## src/hci_macros.svh

```systemverilog
// HCI queue block parameters
// Queue depths, field widths and register offsets
`ifndef HCI_MACROS_SVH
`define HCI_MACROS_SVH

`define HCI_CSR_AW     8
`define HCI_CSR_DW     32
`define HCI_CMD_DW     64

`define HCI_CMD_DEPTH  8
`define HCI_RESP_DEPTH 16
`define HCI_IBI_DEPTH  16
`define HCI_DEPTH_W    5   // Holds a count of 0..16
`define HCI_THLD_W     8

`define HCI_OFS_RESET_CONTROL   8'h00
`define HCI_OFS_QUEUE_THLD_CTRL 8'h04
`define HCI_OFS_COMMAND_PORT    8'h08
`define HCI_OFS_RESPONSE_PORT   8'h0C
`define HCI_OFS_IBI_PORT        8'h10

`endif

```

## src/hci_pkg.sv

```systemverilog
// HCI queue block types
// Register bus structs, queue status and the decoded register select
`default_nettype none
`include "hci_macros.svh"

package hci_pkg;

  typedef struct packed {
    logic                   req;
    logic                   req_is_wr;
    logic [`HCI_CSR_AW-1:0] addr;
    logic [`HCI_CSR_DW-1:0] wr_data;
  } csr_req_t;

  typedef struct packed {
    logic                   rd_ack;
    logic                   rd_err;
    logic [`HCI_CSR_DW-1:0] rd_data;
    logic                   wr_ack;
    logic                   wr_err;
    logic                   wr_stall;  // Request must be held while high
  } csr_rsp_t;

  typedef struct packed {
    logic                    full;
    logic                    empty;
    logic [`HCI_DEPTH_W-1:0] depth;
    logic                    thld_trig;
  } queue_status_t;

  typedef enum logic [2:0] {
    REG_RESET_CONTROL   = 3'd0,
    REG_QUEUE_THLD_CTRL = 3'd1,
    REG_COMMAND_PORT    = 3'd2,
    REG_RESPONSE_PORT   = 3'd3,
    REG_IBI_PORT        = 3'd4,
    REG_NONE            = 3'd5
  } csr_reg_e;

  typedef enum logic [1:0] {RST_IDLE, RST_FLUSH, RST_DONE} queue_rst_e;

endpackage

`default_nettype wire

```

## src/hci_cmd_queue.sv

```systemverilog
// HCI command queue
// Packs DWORD pairs into 64-bit commands popped by the controller
`timescale 1ns/1ps
`default_nettype none
`include "hci_macros.svh"

module hci_cmd_queue
  import hci_pkg::*;
(
  input  logic                   clk_i,
  input  logic                   rst_ni,
  input  logic                   we_i,
  input  logic [`HCI_CSR_DW-1:0] wdata_i,
  output logic                   wack_o,
  input  logic [`HCI_THLD_W-1:0] thld_i,
  input  logic                   reg_rst_i,
  output logic                   rst_clear_o,
  output logic                   cmd_rvalid_o,
  input  logic                   cmd_rready_i,
  output logic [`HCI_CMD_DW-1:0] cmd_rdata_o,
  output queue_status_t          status_o
);

  localparam int unsigned Depth = `HCI_CMD_DEPTH;
  localparam int unsigned PtrW  = $clog2(Depth);
  localparam int unsigned CntW  = `HCI_DEPTH_W;
  localparam int unsigned ThldW = `HCI_THLD_W;

  logic [`HCI_CMD_DW-1:0] mem_q [Depth];
  logic [`HCI_CSR_DW-1:0] lo_q;
  logic                   half_q;  // Low DWORD held
  logic [PtrW-1:0]        wr_ptr_q, rd_ptr_q;
  logic [CntW-1:0]        count_q, free_slots;
  logic [ThldW-1:0]       thld_eff;
  queue_rst_e             rst_state_q, rst_state_d;
  logic                   busy, full, push, pop;

  assign busy = reg_rst_i || (rst_state_q != RST_IDLE);
  assign full = (count_q == CntW'(Depth));

  assign wack_o       = we_i && !full && !busy;
  assign push         = wack_o && half_q;  // Second DWORD completes the command
  assign cmd_rvalid_o = (count_q != '0) && !busy;
  assign pop          = cmd_rvalid_o && cmd_rready_i;
  assign cmd_rdata_o  = mem_q[rd_ptr_q];

  always_comb begin
    rst_state_d = rst_state_q;
    case (rst_state_q)
      RST_IDLE:  if (reg_rst_i) rst_state_d = RST_FLUSH;
      RST_FLUSH: rst_state_d = RST_DONE;
      default:   rst_state_d = RST_IDLE;
    endcase
  end

  assign rst_clear_o = (rst_state_q == RST_DONE);

  always_ff @(posedge clk_i or negedge rst_ni) begin
    if (!rst_ni) begin
      rst_state_q <= RST_IDLE;
      half_q      <= 1'b0;
      wr_ptr_q    <= '0;
      rd_ptr_q    <= '0;
      count_q     <= '0;
    end else begin
      rst_state_q <= rst_state_d;
      if (rst_state_q == RST_FLUSH) begin
        half_q   <= 1'b0;  // Drop a half-written command
        wr_ptr_q <= '0;
        rd_ptr_q <= '0;
        count_q  <= '0;
      end else begin
        if (wack_o) half_q <= !half_q;
        if (push) wr_ptr_q <= (wr_ptr_q == PtrW'(Depth - 1)) ? '0 : wr_ptr_q + 1'b1;
        if (pop) rd_ptr_q <= (rd_ptr_q == PtrW'(Depth - 1)) ? '0 : rd_ptr_q + 1'b1;
        count_q <= count_q + CntW'(push) - CntW'(pop);
      end
    end
  end

  always_ff @(posedge clk_i) begin
    if (wack_o && !half_q) lo_q <= wdata_i;
    if (push) mem_q[wr_ptr_q] <= {wdata_i, lo_q};
  end

  // Free-slot threshold where 0 behaves as 1
  assign free_slots = CntW'(Depth) - count_q;
  assign thld_eff   = (thld_i == '0) ? ThldW'(1) : thld_i;

  always_comb begin
    status_o.full      = full;
    status_o.empty     = (count_q == '0);
    status_o.depth     = count_q;
    status_o.thld_trig = ThldW'(free_slots) >= thld_eff;
  end

endmodule

`default_nettype wire

```

## src/hci_csr.sv

```systemverilog
// HCI register block
// Decodes the bus, holds reset and threshold registers, routes port accesses
`timescale 1ns/1ps
`default_nettype none
`include "hci_macros.svh"

module hci_csr
  import hci_pkg::*;
(
  input  logic                   clk_i,
  input  logic                   rst_ni,
  input  csr_req_t               csr_req_i,
  output csr_rsp_t               csr_rsp_o,
  output logic                   cmd_we_o,
  output logic [`HCI_CSR_DW-1:0] cmd_wdata_o,
  input  logic                   cmd_wack_i,
  output logic                   resp_req_o,
  input  logic                   resp_ack_i,
  input  logic [`HCI_CSR_DW-1:0] resp_data_i,
  output logic                   ibi_req_o,
  input  logic                   ibi_ack_i,
  input  logic [`HCI_CSR_DW-1:0] ibi_data_i,
  output logic [2:0]             queue_rst_o,  // {ibi, resp, cmd}
  input  logic [2:0]             rst_clear_i,
  output logic [`HCI_THLD_W-1:0] cmd_thld_o,
  output logic [`HCI_THLD_W-1:0] resp_thld_o,
  output logic [`HCI_THLD_W-1:0] ibi_thld_o
);

  csr_reg_e               reg_sel;
  logic                   rd_req, wr_req, wr_stall;
  logic                   rd_err_d, wr_err_d;
  logic [`HCI_CSR_DW-1:0] rd_data_d;
  logic [2:0]             rst_set;
  logic                   rd_ack_q, rd_err_q, wr_ack_q, wr_err_q;
  logic [`HCI_CSR_DW-1:0] rd_data_q;
  logic [2:0]             queue_rst_q;
  logic [`HCI_THLD_W-1:0] cmd_thld_q, resp_thld_q, ibi_thld_q;

  always_comb begin
    case (csr_req_i.addr)
      `HCI_OFS_RESET_CONTROL:   reg_sel = REG_RESET_CONTROL;
      `HCI_OFS_QUEUE_THLD_CTRL: reg_sel = REG_QUEUE_THLD_CTRL;
      `HCI_OFS_COMMAND_PORT:    reg_sel = REG_COMMAND_PORT;
      `HCI_OFS_RESPONSE_PORT:   reg_sel = REG_RESPONSE_PORT;
      `HCI_OFS_IBI_PORT:        reg_sel = REG_IBI_PORT;
      default:                  reg_sel = REG_NONE;
    endcase
  end

  assign rd_req = csr_req_i.req && !csr_req_i.req_is_wr;
  assign wr_req = csr_req_i.req && csr_req_i.req_is_wr;

  assign cmd_we_o    = wr_req && (reg_sel == REG_COMMAND_PORT);
  assign cmd_wdata_o = csr_req_i.wr_data;
  assign resp_req_o  = rd_req && (reg_sel == REG_RESPONSE_PORT);
  assign ibi_req_o   = rd_req && (reg_sel == REG_IBI_PORT);
  assign wr_stall    = cmd_we_o && !cmd_wack_i;  // Command queue full or flushing

  always_comb begin
    rd_data_d = '0;
    rd_err_d  = 1'b0;
    case (reg_sel)
      REG_RESET_CONTROL:   rd_data_d = {28'b0, queue_rst_q, 1'b0};
      REG_QUEUE_THLD_CTRL: rd_data_d = {8'b0, ibi_thld_q, resp_thld_q, cmd_thld_q};
      REG_RESPONSE_PORT: begin
        rd_data_d = resp_ack_i ? resp_data_i : '0;
        rd_err_d  = !resp_ack_i;
      end
      REG_IBI_PORT: begin
        rd_data_d = ibi_ack_i ? ibi_data_i : '0;
        rd_err_d  = !ibi_ack_i;
      end
      default:             rd_err_d = 1'b1;  // Command port is write only
    endcase
  end

  // Only the two control registers and the command port take writes
  assign wr_err_d = (reg_sel != REG_RESET_CONTROL) && (reg_sel != REG_QUEUE_THLD_CTRL) &&
                    (reg_sel != REG_COMMAND_PORT);
  assign rst_set  = (wr_req && reg_sel == REG_RESET_CONTROL) ? csr_req_i.wr_data[3:1] : 3'b0;

  always_ff @(posedge clk_i or negedge rst_ni) begin
    if (!rst_ni) begin
      rd_ack_q    <= 1'b0;
      rd_err_q    <= 1'b0;
      wr_ack_q    <= 1'b0;
      wr_err_q    <= 1'b0;
      queue_rst_q <= '0;
      cmd_thld_q  <= `HCI_THLD_W'(1);
      resp_thld_q <= `HCI_THLD_W'(1);
      ibi_thld_q  <= `HCI_THLD_W'(1);
    end else begin
      rd_ack_q    <= rd_req;
      rd_err_q    <= rd_req && rd_err_d;
      wr_ack_q    <= wr_req && !wr_stall;
      wr_err_q    <= wr_req && wr_err_d;
      queue_rst_q <= (queue_rst_q & ~rst_clear_i) | rst_set;  // A new write wins
      if (wr_req && reg_sel == REG_QUEUE_THLD_CTRL) begin
        cmd_thld_q  <= csr_req_i.wr_data[7:0];
        resp_thld_q <= csr_req_i.wr_data[15:8];
        ibi_thld_q  <= csr_req_i.wr_data[23:16];
      end
    end
  end

  always_ff @(posedge clk_i) begin
    rd_data_q <= rd_req ? rd_data_d : '0;
  end

  always_comb begin
    csr_rsp_o.rd_ack   = rd_ack_q;
    csr_rsp_o.rd_err   = rd_err_q;
    csr_rsp_o.rd_data  = rd_data_q;
    csr_rsp_o.wr_ack   = wr_ack_q;
    csr_rsp_o.wr_err   = wr_err_q;
    csr_rsp_o.wr_stall = wr_stall;
  end

  assign queue_rst_o = queue_rst_q;
  assign cmd_thld_o  = cmd_thld_q;
  assign resp_thld_o = resp_thld_q;
  assign ibi_thld_o  = ibi_thld_q;

endmodule

`default_nettype wire

```

## src/hci_read_queue.sv

```systemverilog
// HCI read queue
// Controller-filled FIFO drained by register reads, for response and IBI
`timescale 1ns/1ps
`default_nettype none
`include "hci_macros.svh"

module hci_read_queue
  import hci_pkg::*;
#(
  parameter int unsigned Depth = `HCI_RESP_DEPTH
) (
  input  logic                   clk_i,
  input  logic                   rst_ni,
  input  logic                   wvalid_i,
  output logic                   wready_o,
  input  logic [`HCI_CSR_DW-1:0] wdata_i,
  input  logic                   req_i,
  output logic                   ack_o,
  output logic [`HCI_CSR_DW-1:0] data_o,
  input  logic [`HCI_THLD_W-1:0] thld_i,
  input  logic                   reg_rst_i,
  output logic                   rst_clear_o,
  output queue_status_t          status_o
);

  localparam int unsigned PtrW  = $clog2(Depth);
  localparam int unsigned CntW  = `HCI_DEPTH_W;
  localparam int unsigned ThldW = `HCI_THLD_W;

  logic [`HCI_CSR_DW-1:0] mem_q [Depth];
  logic [PtrW-1:0]        wr_ptr_q, rd_ptr_q;
  logic [CntW-1:0]        count_q;
  logic [ThldW-1:0]       thld_eff;
  queue_rst_e             rst_state_q, rst_state_d;
  logic                   busy, full, empty, push;

  assign busy  = reg_rst_i || (rst_state_q != RST_IDLE);
  assign full  = (count_q == CntW'(Depth));
  assign empty = (count_q == '0);

  assign wready_o = !full && !busy;
  assign push     = wvalid_i && wready_o;
  assign ack_o    = req_i && !empty && !busy;  // Ack means the head was popped
  assign data_o   = mem_q[rd_ptr_q];

  always_comb begin
    rst_state_d = rst_state_q;
    case (rst_state_q)
      RST_IDLE:  if (reg_rst_i) rst_state_d = RST_FLUSH;
      RST_FLUSH: rst_state_d = RST_DONE;
      default:   rst_state_d = RST_IDLE;
    endcase
  end

  assign rst_clear_o = (rst_state_q == RST_DONE);

  always_ff @(posedge clk_i or negedge rst_ni) begin
    if (!rst_ni) begin
      rst_state_q <= RST_IDLE;
      wr_ptr_q    <= '0;
      rd_ptr_q    <= '0;
      count_q     <= '0;
    end else begin
      rst_state_q <= rst_state_d;
      if (rst_state_q == RST_FLUSH) begin
        wr_ptr_q <= '0;
        rd_ptr_q <= '0;
        count_q  <= '0;
      end else begin
        if (push) wr_ptr_q <= (wr_ptr_q == PtrW'(Depth - 1)) ? '0 : wr_ptr_q + 1'b1;
        if (ack_o) rd_ptr_q <= (rd_ptr_q == PtrW'(Depth - 1)) ? '0 : rd_ptr_q + 1'b1;
        count_q <= count_q + CntW'(push) - CntW'(ack_o);
      end
    end
  end

  always_ff @(posedge clk_i) begin
    if (push) mem_q[wr_ptr_q] <= wdata_i;
  end

  assign thld_eff = (thld_i == '0) ? ThldW'(1) : thld_i;  // 0 acts as 1

  always_comb begin
    status_o.full      = full;
    status_o.empty     = empty;
    status_o.depth     = count_q;
    status_o.thld_trig = ThldW'(count_q) >= thld_eff;
  end

endmodule

`default_nettype wire

```

## src/hci_top.sv

```systemverilog
// HCI queue block top level
// Register block in front of the command, response and IBI queues
`timescale 1ns/1ps
`default_nettype none
`include "hci_macros.svh"

module hci_top
  import hci_pkg::*;
(
  input  logic                   clk_i,
  input  logic                   rst_ni,
  input  csr_req_t               csr_req_i,
  output csr_rsp_t               csr_rsp_o,
  output logic                   cmd_rvalid_o,
  input  logic                   cmd_rready_i,
  output logic [`HCI_CMD_DW-1:0] cmd_rdata_o,
  input  logic                   resp_wvalid_i,
  output logic                   resp_wready_o,
  input  logic [`HCI_CSR_DW-1:0] resp_wdata_i,
  input  logic                   ibi_wvalid_i,
  output logic                   ibi_wready_o,
  input  logic [`HCI_CSR_DW-1:0] ibi_wdata_i,
  output queue_status_t          cmd_status_o,
  output queue_status_t          resp_status_o,
  output queue_status_t          ibi_status_o
);

  logic                   cmd_we, cmd_wack, resp_req, resp_ack, ibi_req, ibi_ack;
  logic [`HCI_CSR_DW-1:0] cmd_wdata, resp_data, ibi_data;
  logic [`HCI_THLD_W-1:0] cmd_thld, resp_thld, ibi_thld;
  logic [2:0]             queue_rst, rst_clear;  // {ibi, resp, cmd}

  hci_csr u_csr (
    .clk_i, .rst_ni, .csr_req_i, .csr_rsp_o,
    .cmd_we_o(cmd_we), .cmd_wdata_o(cmd_wdata), .cmd_wack_i(cmd_wack),
    .resp_req_o(resp_req), .resp_ack_i(resp_ack), .resp_data_i(resp_data),
    .ibi_req_o(ibi_req), .ibi_ack_i(ibi_ack), .ibi_data_i(ibi_data),
    .queue_rst_o(queue_rst), .rst_clear_i(rst_clear),
    .cmd_thld_o(cmd_thld), .resp_thld_o(resp_thld), .ibi_thld_o(ibi_thld)
  );

  hci_cmd_queue u_cmd_queue (
    .clk_i, .rst_ni,
    .we_i(cmd_we), .wdata_i(cmd_wdata), .wack_o(cmd_wack), .thld_i(cmd_thld),
    .reg_rst_i(queue_rst[0]), .rst_clear_o(rst_clear[0]),
    .cmd_rvalid_o, .cmd_rready_i, .cmd_rdata_o, .status_o(cmd_status_o)
  );

  hci_read_queue #(.Depth(`HCI_RESP_DEPTH)) u_resp_queue (
    .clk_i, .rst_ni,
    .wvalid_i(resp_wvalid_i), .wready_o(resp_wready_o), .wdata_i(resp_wdata_i),
    .req_i(resp_req), .ack_o(resp_ack), .data_o(resp_data), .thld_i(resp_thld),
    .reg_rst_i(queue_rst[1]), .rst_clear_o(rst_clear[1]), .status_o(resp_status_o)
  );

  hci_read_queue #(.Depth(`HCI_IBI_DEPTH)) u_ibi_queue (
    .clk_i, .rst_ni,
    .wvalid_i(ibi_wvalid_i), .wready_o(ibi_wready_o), .wdata_i(ibi_wdata_i),
    .req_i(ibi_req), .ack_o(ibi_ack), .data_o(ibi_data), .thld_i(ibi_thld),
    .reg_rst_i(queue_rst[2]), .rst_clear_o(rst_clear[2]), .status_o(ibi_status_o)
  );

endmodule

`default_nettype wire

```

## config.mk

```make
export PLATFORM = sky130hd
export DESIGN_NAME = hci_top
export DESIGN_NICKNAME = d
export VERILOG_FILES = /design/src/hci_pkg.sv /design/src/hci_cmd_queue.sv /design/src/hci_csr.sv /design/src/hci_read_queue.sv /design/src/hci_top.sv
export VERILOG_INCLUDE_DIRS = /design/src
export SDC_FILE = /design/constraint.sdc
export NUM_CORES = 1
export LEC_CHECK = 0
export BUFFER_PORTS_ARGS = -buffer_cell sky130_fd_sc_hd__buf_2
export CORE_MARGIN = 10
export CORE_UTILIZATION = 35
export CTS_CLUSTER_SIZE = 10
export DETAILED_ROUTE_END_ITERATION = 8
export SLEW_MARGIN = 5
export SYNTH_ARGS = -nofsm -noshare
export SYNTH_HDL_FRONTEND = slang
export SYNTH_SLANG_ARGS = --single-unit
```

## constraint.sdc

```tcl
create_clock -name clk_i -period 20.9 [get_ports clk_i]
set_input_delay 4.18 -clock clk_i [delete_from_list [all_inputs] [get_ports clk_i]]
set_output_delay 4.18 -clock clk_i [all_outputs]
set_load 0.02 [all_outputs]
```

* After elaboration in Yosys (flattened, before gate mapping)
Memory sizes are Yosys's and may differ from the RTL's.
Cells that the tools add are included.
** Word-level totals
- Memory bits (writable) :: 1536
- Memories kept :: 3
- Bits in registers :: 139
- Input port bits :: 111
** Memories
- u_cmd_queue.mem_q :: depth 8, bits a word 64, read ports 1, clocked after memory_dff 0, wr ports 1, line hci_cmd_queue.sv:29 : logic [`HCI_CMD_DW-1:0] mem_q [Depth];
- u_ibi_queue.mem_q :: depth 16, bits a word 32, read ports 1, clocked after memory_dff 0, wr ports 1, line hci_read_queue.sv:30 : logic [`HCI_CSR_DW-1:0] mem_q [Depth];
- u_resp_queue.mem_q :: depth 16, bits a word 32, read ports 1, clocked after memory_dff 0, wr ports 1, line hci_read_queue.sv:30
** Operators by class
- $lt $le $gt $ge :: 3
- Bitwise logic cells :: 3
- Muxes and demuxes :: 44
- Equality and inequality tests :: 28
- Add/sub/neg operators :: 13
- Reduce and logical (&&, ||, !) cells :: 68
** Operator list (number)
- $pmux 32 s4 :: 1
- $mux 32 :: 2
- $mux 4 :: 12
- $logic_not 8->1 :: 4
- $logic_and 1x1->1 :: 27
- $ge 5x8->1 :: 3
- $mux 8 :: 3
- $mux 3 :: 7
- $reduce_bool 2->1 :: 10
- $add 4x1->4 const B :: 4
- $eq 4x4->1 const B :: 4
- $eq 8x4->1 const B :: 2
- $add 5x1->5 :: 3
- $logic_not 5->1 :: 3
- $mux 5 :: 3
- $pmux 3 s5 :: 1
- $sub 5x1->5 :: 3
- $logic_not 1->1 :: 14
- $pmux 2 s2 :: 3
- $eq 5x5->1 const B :: 2
- $eq 3x3->1 const B :: 3
- $eq 8x3->1 const B :: 1
- $eq 8x5->1 const B :: 1
- $mux 1 :: 8
- other kinds (21) :: 35

* Logic depth before layout (Yosys ltp)
- Word-level depth :: 10
- Gate-level depth with buffers :: 19

* By module
A second synthesis with hierarchy kept.
** Unflattened totals
- Cells, all modules :: 3023
- Area total of the unflattened synthesis :: 64805.9 um2
** By module, submodules not included
- hci_cmd_queue :: times used 1, area each 21237.9 um2, cells each 893
- hci_read_queue (u_ibi_queue) :: times used 1, area each 20318.2 um2, cells each 927
- hci_read_queue (u_resp_queue) :: times used 1, area each 20317.0 um2, cells each 927
- hci_csr :: times used 1, area each 2932.8 um2, cells each 276

* Worst setup path before layout
OpenSTA, ideal clock, no wires.
- Path type :: input-to-reg
- Start point :: input csr_req_i[39] in the netlist's numbering
- End point :: memory u_cmd_queue.mem_q[0][0] in the netlist's numbering (enable)
- Arrival time :: 11.535 ns
- Slack :: 8.721 ns
- Data required time :: 20.256 ns
- Stages on the path :: 5
- Path through :: nor4_1 -> or3b_4 -> nor4_2 -> nand2_1 -> nor4_1
** Between the ends
- Longest elaborated chain between the ends :: 9
- Elaborated cells between the ends (all ways) :: 13
- Classes of those cells :: eq/ne: 5; mux: 3; reduce/logical: 5
** RTL lines
- from (decl) :: line hci_top.sv:12 : input csr_req_t csr_req_i,
- $eq 8x5->1, or another cell as far along :: line hci_csr.sv:41 : case (csr_req_i.addr)
- $pmux 3 s5 * :: line hci_csr.sv:41
- $eq 3x2->1 * :: line hci_csr.sv:54 : assign cmd_we_o = wr_req && (reg_sel == REG_COMMAND_PORT);
- $logic_and 1x1->1 * :: line hci_csr.sv:54
- $logic_and 1x1->1 * (2 in series) :: line hci_cmd_queue.sv:41 : assign wack_o = we_i && !full && !busy;
- $logic_and 1x1->1 * :: line hci_cmd_queue.sv:42 : assign push = wack_o && half_q;
- $mux 1 * :: line hci_cmd_queue.sv:83 : if (push) mem_q[wr_ptr_q] <= {wdata_i, lo_q};
- $mux 1 (not written as such) * :: line hci_cmd_queue.sv:83
- to (decl) :: line hci_cmd_queue.sv:29
Mark *: on every way between the ends. The rest lies on a longest branch, timed or not.

==> reports/results.ini <==
[outcome]
status = finished, final reports clean

[synth]
ys_top_cells_by_area = edfxtp_1, mux4_2, mux2_2, dfrtp_1, dfxtp_1
synth-edff-count = 1568
syn_avg_cell_area_um2 = 22.1
synth_top_area_share_pct = 73.0
syn_area_um2 = 64500
yosys.area.top_type = edfxtp_1
synthCells = 2921
async_flop_share_pct = 4.48
ys_ff_latch = 1675
synth_cell_types = 56
synthFlopType = edfxtp_1
seq_area_frac_synth_pct = 76.9
synth_warnings = 0
syn_nets = 3085

[clocking]
cts_tree = done
clock_path_buffers = 3
htreeDepth = 4
clkTransAtPathRegs_ns = 0.06
clock_latency_ns = 0.80
cts_root_buffer = clkbuf_16
post_cts_buffers = 0
cts_buffers = 187
cts_hold_buf = 0
postCtsResizedCells = 0
numClockSinks = 1675

[timing]
finalCriticalPeriod_ns = 10.50
tightest_slew_ns = 1.11
hold_viol = 0
fmax_ghz = 0.0952
skew_ns = 0.0394
rsz0062_at_grt = no
finalSetupViolations = 0
relSlewSlack_pct = 24.9
fin_setup_tns_ns = 0
slew_viol_final = 0
period_share_pct = 50.2

[place]
post-place-cells = 5546
hpwl_um = 95200
globalplace.congestion = 0.759
numPortBuffers = 238

[detailed_routing]
firstDrtPassIters = 5
drtIter0Drc = 2698
vias = 30300
detail_route.wl_per_cell_um = 27.8
routed_wl_um = 162000
ant_nets = 0
drcViolationCount = 0
drt-vias-per-instance = 5.19

[setup_path]
required_ns = 16.72
cp.arrival_ns = 6.32
end_kind = output port
crit_type = in -> out
path_max_fanout = 6
start_kind = input port

[floorplan]
initial_core_util_pct = 35.2
placementRows = 157
core_um2 = 183000
die_h_um = 449
dieArea_um2 = 202000
die_x_um = 449
pin_count = 239

[cells_and_area]
drive_above_1_share_pct = 34.0
nets = 3435
fill_cells = 16200
syn_to_final_growth_pct = 15.1
stdcell_count = 5844

[grt]
track_usage_pct = 15.8
grt_pass1_wl_um = 233000
antenna_found_initial = 47
grt_max_degree = 89
grt_pass1_vias = 31500
grt_overflow = 0

[job]
drv_cap = 0

[pwr]
worst_ir_drop_vdd_mv = 0.0885
powerDensity_nw_per_um2 = 112
p_leak_nw = 23.7

[min_path]
hold_class = reg -> reg

-- flip-flops by register name (all words and copies together), names as in the netlist, 4 cells and up --
name	count
u_cmd_queue.mem_q	512
u_ibi_queue.mem_q	512
u_resp_queue.mem_q	512
u_cmd_queue.lo_q	32
u_csr.rd_data_q	32
u_csr.cmd_thld_o	8
u_csr.ibi_thld_o	8
u_csr.resp_thld_o	8
u_cmd_queue.count_q	5
u_ibi_queue.count_q	5
u_resp_queue.count_q	5
u_ibi_queue.rd_ptr_q	4
u_ibi_queue.wr_ptr_q	4
u_resp_queue.rd_ptr_q	4
u_resp_queue.wr_ptr_q	4
-- cell type report --
cell class	instances	area, um^2	area share (%)
inverter	48	180	0.243
clock inverter	13	211	0.285
clock buffer	276	5130	6.91
antenna	9	22.5	0.0303
timing repair buffer	311	1750	2.36
multi-input combinational	1048	14200	19.1
sequential	1675	49600	66.9
tap	2464	3080	4.15
-- kinds of logic after synthesis --
| family | Yosys count | synth area share [%] |
|---|---|---|
| XOR/XNOR | 18 | 0.244 |
| buffers and inverters | 198 | 1.28 |
| adder cells (fa/ha/maj) | 53 | 1.06 |
| flip-flops | 1675 | 76.9 |
| AND/OR/NAND/NOR | 243 | 2.14 |
| AO/OA/AOI/OAI | 166 | 1.81 |
| multiplexers | 568 | 16.5 |
-- report_power, final --
part | leakage, nW | internal (mW) | switching (mW)
clock | 2.57 | 1.69 | 1.24
combinational | 5.75 | 0.585 | 0.801
sequential | 15.4 | 3.87 | 0.131
-- final timing paths --
check                           slack, ns  cells after the start                          end                         from
worst max-delay path                10.40                      5                 csr_rsp_o[0]                csr_req_i[39]
worst min-delay path                 0.46                      1  u_resp_queue.rst_state_q[0]  u_resp_queue.rst_state_q[0]
worst max register to register      16.27                     10     u_cmd_queue.mem_q[5][16]       u_cmd_queue.count_q[1]
worst min register to register       0.46                      1  u_resp_queue.rst_state_q[0]  u_resp_queue.rst_state_q[0]
max in group asynchronous           16.52                      2          u_csr.ibi_thld_o[0]                       rst_ni
min in group asynchronous            3.41                      1         u_csr.queue_rst_o[2]                       rst_ni
-- stage by stage --
step	hold slack (ns)	setup WS [ns]	util (%)	cell area, um^2	power [mW]
5_1_grt	0.467	10.30	40.5	74200	8.68
6_report	0.460	10.40	40.5	74200	8.32
3_5_place_dp	0.451	10.31	37.6	68900	5.51
2_1_floorplan	0.429	8.72	-	64500	4.94
3_3_place_gp	0.442	10.28	37.6	68900	5.49
4_1_cts	0.459	10.31	40.5	74200	8.45
-- layout by cell type (no fill, tap or decap), types with 20 or more instances in the layout --
cell,n
edfxtp_1,1568
mux4_2,373
buf_2,237
clkbuf_16,192
mux2_2,168
clkbuf_1,83
buf_4,73
dfrtp_1,61
ha_1,50
o22ai_1,48
inv_1,46
nor2_1,42
nand2_1,40
a21oi_1,34
and2_2,32
dfxtp_1,32
nor2b_1,31
a211oi_1,20
a221o_1,20
mux2_4,20
-- worst max-delay path: stages --
cell     delay (ns)
buf_2          0.09
nor4_1         0.30
or3b_4         0.53
nor4b_1        0.88
buf_2          0.31
-- per-layer routing --
metal  global-route usage [%]  wire length, um  vias to the layer above  part of all wire [%]
met5                        0              159                        -                 0.098
met4                     6.18             6640                       24                   4.1
met3                     3.10             9000                      303                   5.5
met2                     26.3            80700                      934                    50
met1                     20.2            66000                    16300                    41
li1                         -                -                    12800                     -
-- synthesized netlist by cell type, drive strengths merged, types with 33 or more instances --
cell / instances
nor2: 45
a21oi: 34
ha: 50
o22ai: 48
mux2: 188
clkbuf: 76
edfxtp: 1568
inv: 48
mux4: 373
nor2b: 33
nand2: 40
buf: 74
dfrtp: 72
No activity file was read; power rests on OpenSTA's default activity.
